File: src/common/cu_cache_cfg.svh
// Build-time configuration for the cache front end
// Widths, FIFO depths, thresholds and write-buffer credits
`ifndef CU_CACHE_CFG_SVH
`define CU_CACHE_CFG_SVH

// ----------------------------------------------------------------------
// Data path widths
// ----------------------------------------------------------------------
`define CU_DATA_W        32
`define CU_ADDR_W        32
`define CU_ID_W          8
// Low address bits dropped for the word address
`define CU_BYTE_W        2
`define CU_STRB_W        (`CU_DATA_W / 8)
`define CU_WADDR_W       (`CU_ADDR_W - `CU_BYTE_W)

// ----------------------------------------------------------------------
// Buffering
// ----------------------------------------------------------------------
`define CU_FIFO_DEPTH    16
// Response FIFO level that stops issue
`define CU_PROG_THRESH   12
// Write-buffer credits and counter width
`define CU_WTBUF_DEPTH   4
`define CU_WTBUF_CNT_W   3

`endif

File: src/common/cu_cache_pkg.sv
// Shared types of the cache front end
// Requests, responses, descriptor, FIFO status, cache port and FSM state
`default_nettype none

`include "cu_cache_cfg.svh"

package cu_cache_pkg;

  // ----------------------------------------------------------------------
  // Commands and requests
  // ----------------------------------------------------------------------
  typedef enum logic [0:0] {
    CMD_READ  = 1'b0,
    CMD_WRITE = 1'b1
  } mem_cmd_t;

  // Request as seen at the input port
  typedef struct packed {
    logic                  valid;
    mem_cmd_t              cmd;
    logic [`CU_ID_W-1:0]   id;
    logic [`CU_ADDR_W-1:0] addr;
    logic [`CU_DATA_W-1:0] wdata;
    logic [`CU_STRB_W-1:0] wstrb;
  } mem_req_t;

  // Request FIFO entry, word addressed
  typedef struct packed {
    mem_cmd_t               cmd;
    logic [`CU_ID_W-1:0]    id;
    logic [`CU_WADDR_W-1:0] addr;
    logic [`CU_DATA_W-1:0]  wdata;
    logic [`CU_STRB_W-1:0]  wstrb;
  } cache_req_t;

  // ----------------------------------------------------------------------
  // Responses
  // ----------------------------------------------------------------------
  typedef struct packed {
    mem_cmd_t              cmd;
    logic [`CU_ID_W-1:0]   id;
    logic [`CU_DATA_W-1:0] rdata;
  } mem_resp_t;

  typedef struct packed {
    logic      valid;
    mem_resp_t payload;
  } resp_t;

  // Kernel descriptor, base byte address only
  typedef struct packed {
    logic                  valid;
    logic [`CU_ADDR_W-1:0] base;
  } desc_t;

  typedef struct packed {
    logic full;
    logic empty;
    logic prog_full;
  } fifo_status_t;

  // ----------------------------------------------------------------------
  // Cache port
  // ----------------------------------------------------------------------
  typedef struct packed {
    logic                   valid;
    logic [`CU_WADDR_W-1:0] addr;
    logic [`CU_DATA_W-1:0]  wdata;
    logic [`CU_STRB_W-1:0]  wstrb;
  } cache_port_o_t;

  typedef struct packed {
    logic                  ready;
    logic                  rvalid;
    logic [`CU_DATA_W-1:0] rdata;
    logic                  wtb_empty;
  } cache_port_i_t;

  // Command FSM state and write-buffer credit count
  typedef enum logic [1:0] {
    ST_RESET = 2'd0,
    ST_READY = 2'd1,
    ST_READ  = 2'd2,
    ST_WRITE = 2'd3
  } cmd_state_t;

  typedef logic [`CU_WTBUF_CNT_W-1:0] credit_t;

endpackage : cu_cache_pkg

`default_nettype wire

File: src/hdl/sync_fifo.sv
// Synchronous first-word-fall-through FIFO with typed payload
// Full, empty and programmable-full flags
`default_nettype none
`timescale 1ns/1ps

`include "cu_cache_cfg.svh"

module sync_fifo #(
  parameter type T           = logic,
  parameter int  DEPTH       = `CU_FIFO_DEPTH,
  parameter int  PROG_THRESH = `CU_PROG_THRESH
) (
  input  logic                       ap_clk,
  input  logic                       areset_control,
  input  logic                       wr_en_i,
  input  T                           din_i,
  input  logic                       rd_en_i,
  output T                           dout_o,
  output cu_cache_pkg::fifo_status_t status_o,
  output logic                       valid_o
);

  localparam int PTR_W = (DEPTH > 1) ? $clog2(DEPTH) : 1;
  localparam int CNT_W = $clog2(DEPTH + 1);

  // Storage, no reset on the payload
  T                 mem [DEPTH];
  logic [PTR_W-1:0] wr_ptr;
  logic [PTR_W-1:0] rd_ptr;
  logic [CNT_W-1:0] count;
  logic             wr_ok;
  logic             rd_ok;

  // Pointer advance with wrap at DEPTH
  function automatic logic [PTR_W-1:0] next_ptr(input logic [PTR_W-1:0] ptr);
    return (ptr == PTR_W'(DEPTH - 1)) ? '0 : ptr + 1'b1;
  endfunction

  // Pushes into a full FIFO are dropped
  assign wr_ok = wr_en_i & ~status_o.full;
  assign rd_ok = rd_en_i & ~status_o.empty;

  always_ff @(posedge ap_clk) begin
    if (wr_ok) begin
      mem[wr_ptr] <= din_i;
    end
  end

  // ----------------------------------------------------------------------
  // Pointers and level
  // ----------------------------------------------------------------------
  always_ff @(posedge ap_clk) begin
    if (areset_control) begin
      wr_ptr <= '0;
      rd_ptr <= '0;
      count  <= '0;
    end else begin
      if (wr_ok) begin
        wr_ptr <= next_ptr(wr_ptr);
      end
      if (rd_ok) begin
        rd_ptr <= next_ptr(rd_ptr);
      end
      case ({wr_ok, rd_ok})
        2'b10:   count <= count + 1'b1;
        2'b01:   count <= count - 1'b1;
        default: count <= count;
      endcase
    end
  end

  // Flags straight from the level
  assign status_o.full      = (count == CNT_W'(DEPTH));
  assign status_o.empty     = (count == '0);
  assign status_o.prog_full = (count >= CNT_W'(PROG_THRESH));

  // Head entry shown without a read
  assign dout_o  = mem[rd_ptr];
  assign valid_o = ~status_o.empty;

endmodule : sync_fifo

`default_nettype wire

File: src/hdl/cache_req_in.sv
// Input side: descriptor latch, request register stage
// and mapping of memory requests to word-addressed cache requests
`default_nettype none
`timescale 1ns/1ps

`include "cu_cache_cfg.svh"

module cache_req_in (
  input  logic                     ap_clk,
  input  logic                     areset_control,
  input  cu_cache_pkg::desc_t      desc_i,
  input  cu_cache_pkg::mem_req_t   req_i,
  output logic                     push_o,
  output cu_cache_pkg::cache_req_t cache_req_o,
  output logic                     desc_valid_o
);

  cu_cache_pkg::desc_t    desc_q;
  cu_cache_pkg::mem_req_t req_q;
  logic [`CU_ADDR_W-1:0]  byte_addr;

  // ----------------------------------------------------------------------
  // Descriptor latch
  // ----------------------------------------------------------------------
  // Held until the next valid descriptor
  always_ff @(posedge ap_clk) begin
    if (areset_control) begin
      desc_q <= '0;
    end else if (desc_i.valid) begin
      desc_q <= desc_i;
    end
  end

  assign desc_valid_o = desc_q.valid;

  // ----------------------------------------------------------------------
  // Stage 1, raw request
  // ----------------------------------------------------------------------
  // Only the valid bit is cleared on reset
  always_ff @(posedge ap_clk) begin
    req_q <= req_i;
    if (areset_control) begin
      req_q.valid <= 1'b0;
    end
  end

  // Kernel base plus request offset
  assign byte_addr = req_q.addr + desc_q.base;

  // ----------------------------------------------------------------------
  // Stage 2, mapped request into the FIFO
  // ----------------------------------------------------------------------
  always_ff @(posedge ap_clk) begin
    if (areset_control) begin
      push_o <= 1'b0;
    end else begin
      push_o <= req_q.valid;
    end
  end

  always_ff @(posedge ap_clk) begin
    cache_req_o.cmd   <= req_q.cmd;
    cache_req_o.id    <= req_q.id;
    // Byte to word address
    cache_req_o.addr  <= byte_addr[`CU_ADDR_W-1:`CU_BYTE_W];
    cache_req_o.wdata <= req_q.wdata;
    cache_req_o.wstrb <= req_q.wstrb;
  end

endmodule : cache_req_in

`default_nettype wire

File: src/cache_ctrl/cache_cmd_fsm.sv
// Command FSM toward the cache port, read strobe masking
// and write-buffer credit counter
`default_nettype none
`timescale 1ns/1ps

`include "cu_cache_cfg.svh"

module cache_cmd_fsm (
  input  logic                        ap_clk,
  input  logic                        areset_control,
  input  logic                        desc_valid_i,
  input  cu_cache_pkg::cache_req_t    head_i,
  input  logic                        head_valid_i,
  input  cu_cache_pkg::fifo_status_t  req_status_i,
  input  cu_cache_pkg::fifo_status_t  resp_status_i,
  input  cu_cache_pkg::cache_port_i_t cache_i,
  output logic                        pop_o,
  output cu_cache_pkg::cache_port_o_t cache_o,
  output logic                        resp_push_o,
  output cu_cache_pkg::mem_resp_t     resp_o
);

  cu_cache_pkg::cmd_state_t state_q;
  cu_cache_pkg::cmd_state_t state_d;
  cu_cache_pkg::credit_t    credit_q;
  logic                     is_write;
  logic                     head_ok;
  logic                     credit_ok;
  logic                     issue_rd;
  logic                     issue_wr;

  // ----------------------------------------------------------------------
  // Issue conditions
  // ----------------------------------------------------------------------
  assign is_write = (head_i.cmd == cu_cache_pkg::CMD_WRITE);

  // Head present, room for the response, kernel known, cache idle
  assign head_ok = head_valid_i & ~req_status_i.empty & ~resp_status_i.prog_full &
                   desc_valid_i & cache_i.ready;

  // Writes stall only on no credit with a busy write buffer
  assign credit_ok = (credit_q != '0) | cache_i.wtb_empty;
  assign issue_rd  = head_ok & ~is_write;
  assign issue_wr  = head_ok & is_write & credit_ok;

  // ----------------------------------------------------------------------
  // State register and next state
  // ----------------------------------------------------------------------
  always_ff @(posedge ap_clk) begin
    if (areset_control) begin
      state_q <= cu_cache_pkg::ST_RESET;
    end else begin
      state_q <= state_d;
    end
  end

  always_comb begin
    state_d = state_q;
    case (state_q)
      cu_cache_pkg::ST_RESET: state_d = cu_cache_pkg::ST_READY;
      cu_cache_pkg::ST_READY: begin
        if (issue_rd) begin
          state_d = cu_cache_pkg::ST_READ;
        end else if (issue_wr) begin
          state_d = cu_cache_pkg::ST_WRITE;
        end
      end
      // Read waits for read-valid, any latency
      cu_cache_pkg::ST_READ: begin
        if (cache_i.rvalid) begin
          state_d = cu_cache_pkg::ST_READY;
        end
      end
      // Write is a single cycle
      cu_cache_pkg::ST_WRITE: state_d = cu_cache_pkg::ST_READY;
      default: state_d = cu_cache_pkg::ST_RESET;
    endcase
  end

  // ----------------------------------------------------------------------
  // Cache port, FIFO pop and response push
  // ----------------------------------------------------------------------
  always_comb begin
    cache_o.valid = 1'b0;
    pop_o         = 1'b0;
    case (state_q)
      cu_cache_pkg::ST_READ: begin
        // Valid held until the data returns
        cache_o.valid = ~cache_i.rvalid;
        pop_o         = cache_i.rvalid;
      end
      cu_cache_pkg::ST_WRITE: begin
        cache_o.valid = 1'b1;
        pop_o         = 1'b1;
      end
      default: begin
        cache_o.valid = 1'b0;
        pop_o         = 1'b0;
      end
    endcase
    cache_o.addr  = head_i.addr;
    cache_o.wdata = head_i.wdata;
    // No strobes on reads
    cache_o.wstrb = head_i.wstrb & {`CU_STRB_W{is_write}};
    resp_o.cmd    = head_i.cmd;
    resp_o.id     = head_i.id;
    // Write responses carry zero data
    resp_o.rdata  = (state_q == cu_cache_pkg::ST_READ) ? cache_i.rdata : '0;
  end

  // Every pop completes one command and yields one response
  assign resp_push_o = pop_o;

  // ----------------------------------------------------------------------
  // Write-buffer credits
  // ----------------------------------------------------------------------
  // Full reload in reset state or while the buffer drains
  always_ff @(posedge ap_clk) begin
    if (areset_control || (state_q == cu_cache_pkg::ST_RESET) || cache_i.wtb_empty) begin
      credit_q <= cu_cache_pkg::credit_t'(`CU_WTBUF_DEPTH);
    end else if ((state_q == cu_cache_pkg::ST_WRITE) && (credit_q != '0)) begin
      credit_q <= credit_q - 1'b1;
    end
  end

endmodule : cache_cmd_fsm

`default_nettype wire

File: src/hdl/cache_resp_out.sv
// Output side: response pop gating, output and status registers,
// done detection
`default_nettype none
`timescale 1ns/1ps

module cache_resp_out (
  input  logic                       ap_clk,
  input  logic                       areset_control,
  input  logic                       resp_rd_en_i,
  input  cu_cache_pkg::mem_resp_t    head_i,
  input  logic                       head_valid_i,
  input  cu_cache_pkg::fifo_status_t req_status_i,
  input  cu_cache_pkg::fifo_status_t resp_status_i,
  input  logic                       cache_ready_i,
  input  logic                       wtb_empty_i,
  output logic                       pop_o,
  output cu_cache_pkg::resp_t        resp_o,
  output cu_cache_pkg::fifo_status_t req_status_o,
  output cu_cache_pkg::fifo_status_t resp_status_o,
  output logic                       done_o
);

  logic rd_en_q;
  logic idle;
  logic idle_q;

  // ----------------------------------------------------------------------
  // Consumer pop
  // ----------------------------------------------------------------------
  always_ff @(posedge ap_clk) begin
    if (areset_control) begin
      rd_en_q <= 1'b0;
    end else begin
      rd_en_q <= resp_rd_en_i;
    end
  end

  // Registered strobe, ignored on an empty FIFO
  assign pop_o = rd_en_q & ~resp_status_i.empty;

  // ----------------------------------------------------------------------
  // Output and status registers
  // ----------------------------------------------------------------------
  always_ff @(posedge ap_clk) begin
    if (areset_control) begin
      resp_o.valid  <= 1'b0;
      req_status_o  <= '{full: 1'b0, empty: 1'b1, prog_full: 1'b0};
      resp_status_o <= '{full: 1'b0, empty: 1'b1, prog_full: 1'b0};
    end else begin
      resp_o.valid  <= pop_o & head_valid_i;
      req_status_o  <= req_status_i;
      resp_status_o <= resp_status_i;
    end
  end

  always_ff @(posedge ap_clk) begin
    resp_o.payload <= head_i;
  end

  // ----------------------------------------------------------------------
  // Done
  // ----------------------------------------------------------------------
  // Nothing buffered and the cache fully drained
  assign idle = req_status_i.empty & resp_status_i.empty & cache_ready_i & wtb_empty_i;

  // Two cycles of idle, drops as soon as idle goes away
  always_ff @(posedge ap_clk) begin
    if (areset_control) begin
      idle_q <= 1'b0;
      done_o <= 1'b0;
    end else begin
      idle_q <= idle;
      done_o <= idle_q & idle;
    end
  end

endmodule : cache_resp_out

`default_nettype wire

File: src/hdl/cu_cache.sv
// Cache front end top level
// Input side, request FIFO, command FSM, response FIFO, output side
`default_nettype none
`timescale 1ns/1ps

module cu_cache (
  input  logic                        ap_clk,
  input  logic                        areset_control,
  input  cu_cache_pkg::desc_t         desc_i,
  input  cu_cache_pkg::mem_req_t      req_i,
  input  logic                        resp_rd_en_i,
  input  cu_cache_pkg::cache_port_i_t cache_i,
  output cu_cache_pkg::resp_t         resp_o,
  output cu_cache_pkg::fifo_status_t  req_status_o,
  output cu_cache_pkg::fifo_status_t  resp_status_o,
  output cu_cache_pkg::cache_port_o_t cache_o,
  output logic                        done_o
);

  // ----------------------------------------------------------------------
  // Request path
  // ----------------------------------------------------------------------
  logic                       req_push;
  cu_cache_pkg::cache_req_t   req_din;
  cu_cache_pkg::cache_req_t   req_head;
  logic                       req_head_valid;
  logic                       req_pop;
  cu_cache_pkg::fifo_status_t req_status;
  logic                       desc_valid;

  // Response path
  logic                       resp_push;
  cu_cache_pkg::mem_resp_t    resp_din;
  cu_cache_pkg::mem_resp_t    resp_head;
  logic                       resp_head_valid;
  logic                       resp_pop;
  cu_cache_pkg::fifo_status_t resp_status;

  cache_req_in u_req_in (
    .ap_clk        (ap_clk),
    .areset_control(areset_control),
    .desc_i        (desc_i),
    .req_i         (req_i),
    .push_o        (req_push),
    .cache_req_o   (req_din),
    .desc_valid_o  (desc_valid)
  );

  sync_fifo #(.T(cu_cache_pkg::cache_req_t)) req_fifo (
    .ap_clk        (ap_clk),
    .areset_control(areset_control),
    .wr_en_i       (req_push),
    .din_i         (req_din),
    .rd_en_i       (req_pop),
    .dout_o        (req_head),
    .status_o      (req_status),
    .valid_o       (req_head_valid)
  );

  // ----------------------------------------------------------------------
  // Command issue toward the cache
  // ----------------------------------------------------------------------
  cache_cmd_fsm u_cmd_fsm (
    .ap_clk        (ap_clk),
    .areset_control(areset_control),
    .desc_valid_i  (desc_valid),
    .head_i        (req_head),
    .head_valid_i  (req_head_valid),
    .req_status_i  (req_status),
    .resp_status_i (resp_status),
    .cache_i       (cache_i),
    .pop_o         (req_pop),
    .cache_o       (cache_o),
    .resp_push_o   (resp_push),
    .resp_o        (resp_din)
  );

  sync_fifo #(.T(cu_cache_pkg::mem_resp_t)) resp_fifo (
    .ap_clk        (ap_clk),
    .areset_control(areset_control),
    .wr_en_i       (resp_push),
    .din_i         (resp_din),
    .rd_en_i       (resp_pop),
    .dout_o        (resp_head),
    .status_o      (resp_status),
    .valid_o       (resp_head_valid)
  );

  // ----------------------------------------------------------------------
  // Consumer side
  // ----------------------------------------------------------------------
  cache_resp_out u_resp_out (
    .ap_clk        (ap_clk),
    .areset_control(areset_control),
    .resp_rd_en_i  (resp_rd_en_i),
    .head_i        (resp_head),
    .head_valid_i  (resp_head_valid),
    .req_status_i  (req_status),
    .resp_status_i (resp_status),
    .cache_ready_i (cache_i.ready),
    .wtb_empty_i   (cache_i.wtb_empty),
    .pop_o         (resp_pop),
    .resp_o        (resp_o),
    .req_status_o  (req_status_o),
    .resp_status_o (resp_status_o),
    .done_o        (done_o)
  );

endmodule : cu_cache

`default_nettype wire

File: config.mk
export PLATFORM = sky130hd
export DESIGN_NAME = cu_cache
export DESIGN_NICKNAME = d
export VERILOG_FILES = /design/src/common/cu_cache_pkg.sv /design/src/hdl/sync_fifo.sv /design/src/hdl/cache_req_in.sv /design/src/cache_ctrl/cache_cmd_fsm.sv /design/src/hdl/cache_resp_out.sv /design/src/hdl/cu_cache.sv
export VERILOG_INCLUDE_DIRS = /design/src /design/src/common
export SDC_FILE = /design/constraint.sdc
export NUM_CORES = 2
export LEC_CHECK = 0
export BUFFER_PORTS_ARGS = -buffer_cell sky130_fd_sc_hd__buf_4
export CORE_MARGIN = 1.5
export CORE_UTILIZATION = 60
export DETAILED_ROUTE_END_ITERATION = 6
export GPL_ROUTABILITY_DRIVEN = 0
export PLACE_DENSITY_LB_ADDON = 0.2
export SYNTH_ARGS = -nofsm -noshare
export SYNTH_HDL_FRONTEND = slang
export SYNTH_SLANG_ARGS = --single-unit
export TNS_END_PERCENT = 10
File: constraint.sdc
create_clock -name ap_clk -period 11.37 [get_ports ap_clk]
set_input_delay 0.5685 -clock ap_clk [delete_from_list [all_inputs] [get_ports ap_clk]]
set_output_delay 0.5685 -clock ap_clk [all_outputs]
set_load 0.01 [all_outputs]
==> results.toml <==
[outcome]
status = "finished, final reports clean"

[sta]
period_share_pct = 46.3
slew_headroom_pct = 28.1
period_needed_ps = 5270
maxSlewViolCount = 0
fin_ws_ps = 6100
worst_pin_slew_ps = 1080
setup_tns_ps = 0
finClkSkew_ps = 27.5
setup_violations = 0
hold_ws_ps = 54.8
max_freq_mhz = 190
hold_viol = 0
rsz0062_at_grt = "false"

[setup_path]
crit_arrival_ps = 4700
worstSetupStartpointType = "flip-flop"
r2r_slack_ps = 7360
ff2ff_path_depth = 4
cp.required_ps = 10800
critPathKind = "flip-flop to primary output"
r2r-end = "resp_fifo.mem[9][36]"
end_kind = "primary output"
worst-path-max-fanout = 70

[global_routing]
antenna_found_initial = 6
grt_first_pass_wirelength_mm = 245
grt.total_usage_pct = 25.1
grt_pass1_vias = 37600
grt-ovfl-total = 0
grt_max_degree = 103

[routing]
vias_per_cell = 6.21
ant_nets = 0
avgRoutedWirePerCell_microns = 28.4
drc_errors = 0
drtIter0Drc = 3938
vias = 36300
dr.pass1.iters = 7
drt-total-wl_mm = 166

[yosys]
netlist.top_cell.by_area = "edfxtp_1"
synth_cells = 3492
synth-edff-count = 1856
syn_nets = 3689
ys_ff_latch = 2129
syn_area_per_cell_sq_um = 22.7
ys.flop_type = "edfxtp_1"
synthMostInstantiatedCell = "edfxtp_1"
post-synth-top-area-fraction_pct = 70.5
synth_cell_types = 63
yosys-top-cells-count = "edfxtp_1, mux4_2, dfxtp_1, clkbuf_1, nor2_1"
synthTopCellsByArea = "edfxtp_1, mux4_2, dfxtp_1"
synth-warning-count = 0
async_reset_ff_share_pct = 0
syn_area_sq_um = 79100
ys_seq_area_share_pct = 77.4

[placement]
place_ws_ps = 6960
numPortBuffers = 264
post-dp-hpwl_mm = 83.7
place_area_sq_um = 82800

[clock_network]
cts_sinks = 2129
postCtsSetupBuffers = 0
cts.clk_slew.worst_paths_ps = 60
htree_levels = 4
clk_latency_ps = 830
clk_path_buf_depth = 3
post_cts_resize_count = 0
cts_root_buf = "clkbuf_16"
cts_tree = "yes"
cts_buffers = 201

[floorplanning]
rows = 133
ios = 265
die_area_sq_um = 134000
fp.coreArea_sq_um = 131000
die_h_microns = 366
initial_utilization_pct = 60.3
fp.dieW_microns = 366

[pwr]
clkPwrFrac_pct = 42.1
swShare_pct = 20.1
power_mw = 15.5
p_int_mw = 12.4
p_leak_nw = 29.6
vdd.ir_drop.worst_uv = 176
power_density_nw_per_um2 = 172
p_comb_share_pct = 1.7
p_seq_share_pct = 56.2
power.switching_mw = 3.12

[min_path]
hold_path_class = "input pin to flip-flop"
hold_depth = 2
hold_path.startpoint = "req_i[77]"
min_to = "u_req_in.req_q[77]"

[cells_and_area]
fillers = 7928
final_nets = 4109
drive_gt1_share_pct = 30.7
design_area_sq_um = 90500
area_growth_pct = 14.4

[flow_run]
cap_viol_max_count = 0
## routing by layer
layer / GRT usage, % / vias up / wire length, microns / share of wire [%]
met3: 4.74 / 233 / 12200 / 7.4
met2: 42.4 / 1530 / 85600 / 52
met1: 34.1 / 19200 / 64600 / 39
li1: - / 15300 / - / -
met4: 6.82 / 4 / 3420 / 2.1
met5: 0 / - / 26 / 0.016
## sequential cells by signal (all words and copies together) (netlist names), 4 cells and up, named ones only
| name | cells |
|---|---|
| req_fifo.mem | 1200 |
| resp_fifo.mem | 656 |
| u_req_in.req_q | 78 |
| u_req_in.cache_req_o | 75 |
| u_resp_out.resp_o | 42 |
| u_req_in.desc_q | 32 |
| req_fifo.count | 5 |
| resp_fifo.count | 5 |
| req_fifo.rd_ptr | 4 |
| req_fifo.wr_ptr | 4 |
| resp_fifo.rd_ptr | 4 |
| resp_fifo.wr_ptr | 4 |
## cells in the final DEF (no fill, tap or decap), types with 14 or more instances in the layout
cell           instances
edfxtp_1            1856
mux4_2               579
buf_4                326
dfxtp_1              265
clkbuf_16            203
dlygate4sd3_1        113
nor2_1                86
clkbuf_1              55
ha_1                  48
a21oi_1               47
nand2_1               39
mux2i_1               39
clkinv_2              38
and2_1                36
clkinv_1              32
o21ai_0               25
xnor2_1               22
inv_1                 21
xor2_1                20
clkbuf_8              18
a21o_1                14
## layout make-up
cell class	count	area, sq um	area share, %
diodes	4	10.0	0.0111
flip-flops and latches	2129	61200	67.7
clock buffers	279	5550	6.13
clock inverters	102	982	1.09
inverters	21	78.8	0.0871
multi-input cells	1117	16800	18.6
well taps	1755	2200	2.43
repair buffers	442	3640	4.02
## power groups by stage
stage               logic, mW  clock network [mW]  registers (mW)
floorplan               0.139                   0            8.84
global placement        0.230                   0            8.88
detailed placement      0.232                   0            8.89
CTS                     0.265                6.63            8.72
global route            0.286                6.93            8.74
finish                  0.265                6.54            8.72
## what timing repair did
item	CTS	global route
hold endpoints to repair	112	0
endpoints found under the setup margin	0	0
hold buffers	113	0
## cell families after synthesis
kind of cell | share of synthesized area [%]
AOI/OAI and AO/OA | 1.22
buffers and inverters | 1.54
xor gates and xnor gates | 0.465
DFF | 77.4
adders and majority gates | 0.759
and+or+nand+nor | 1.65
muxes | 17.0
## worst max-delay path by stage
stage	end	startpoint	depth (start not counted)
global route	cache_o[27]	flip-flop	5
CTS	cache_o[27]	flip-flop	5
detailed placement	cache_o[19]	flip-flop	5
global placement	cache_o[19]	flip-flop	5
floorplan	req_fifo.mem[3][0]	req_fifo.count[2]	7
finish	cache_o[27]	flip-flop	5
## per-stage QoR
step           std cells  utilization, %
2_1_floorplan       3492               -
3_3_place_gp        5351            63.2
3_5_place_dp        5351            63.2
4_1_cts             5845            69.0
5_1_grt             5845            69.0
6_report            5849            69.0
## worst max-delay path: stages (launching register included)
cell	delay, ps
dfxtp_4	850
buf_4	860
buf_4	880
mux4_2	430
mux4_2	500
buf_4	170
No activity file was read; power rests on OpenSTA's default activity.
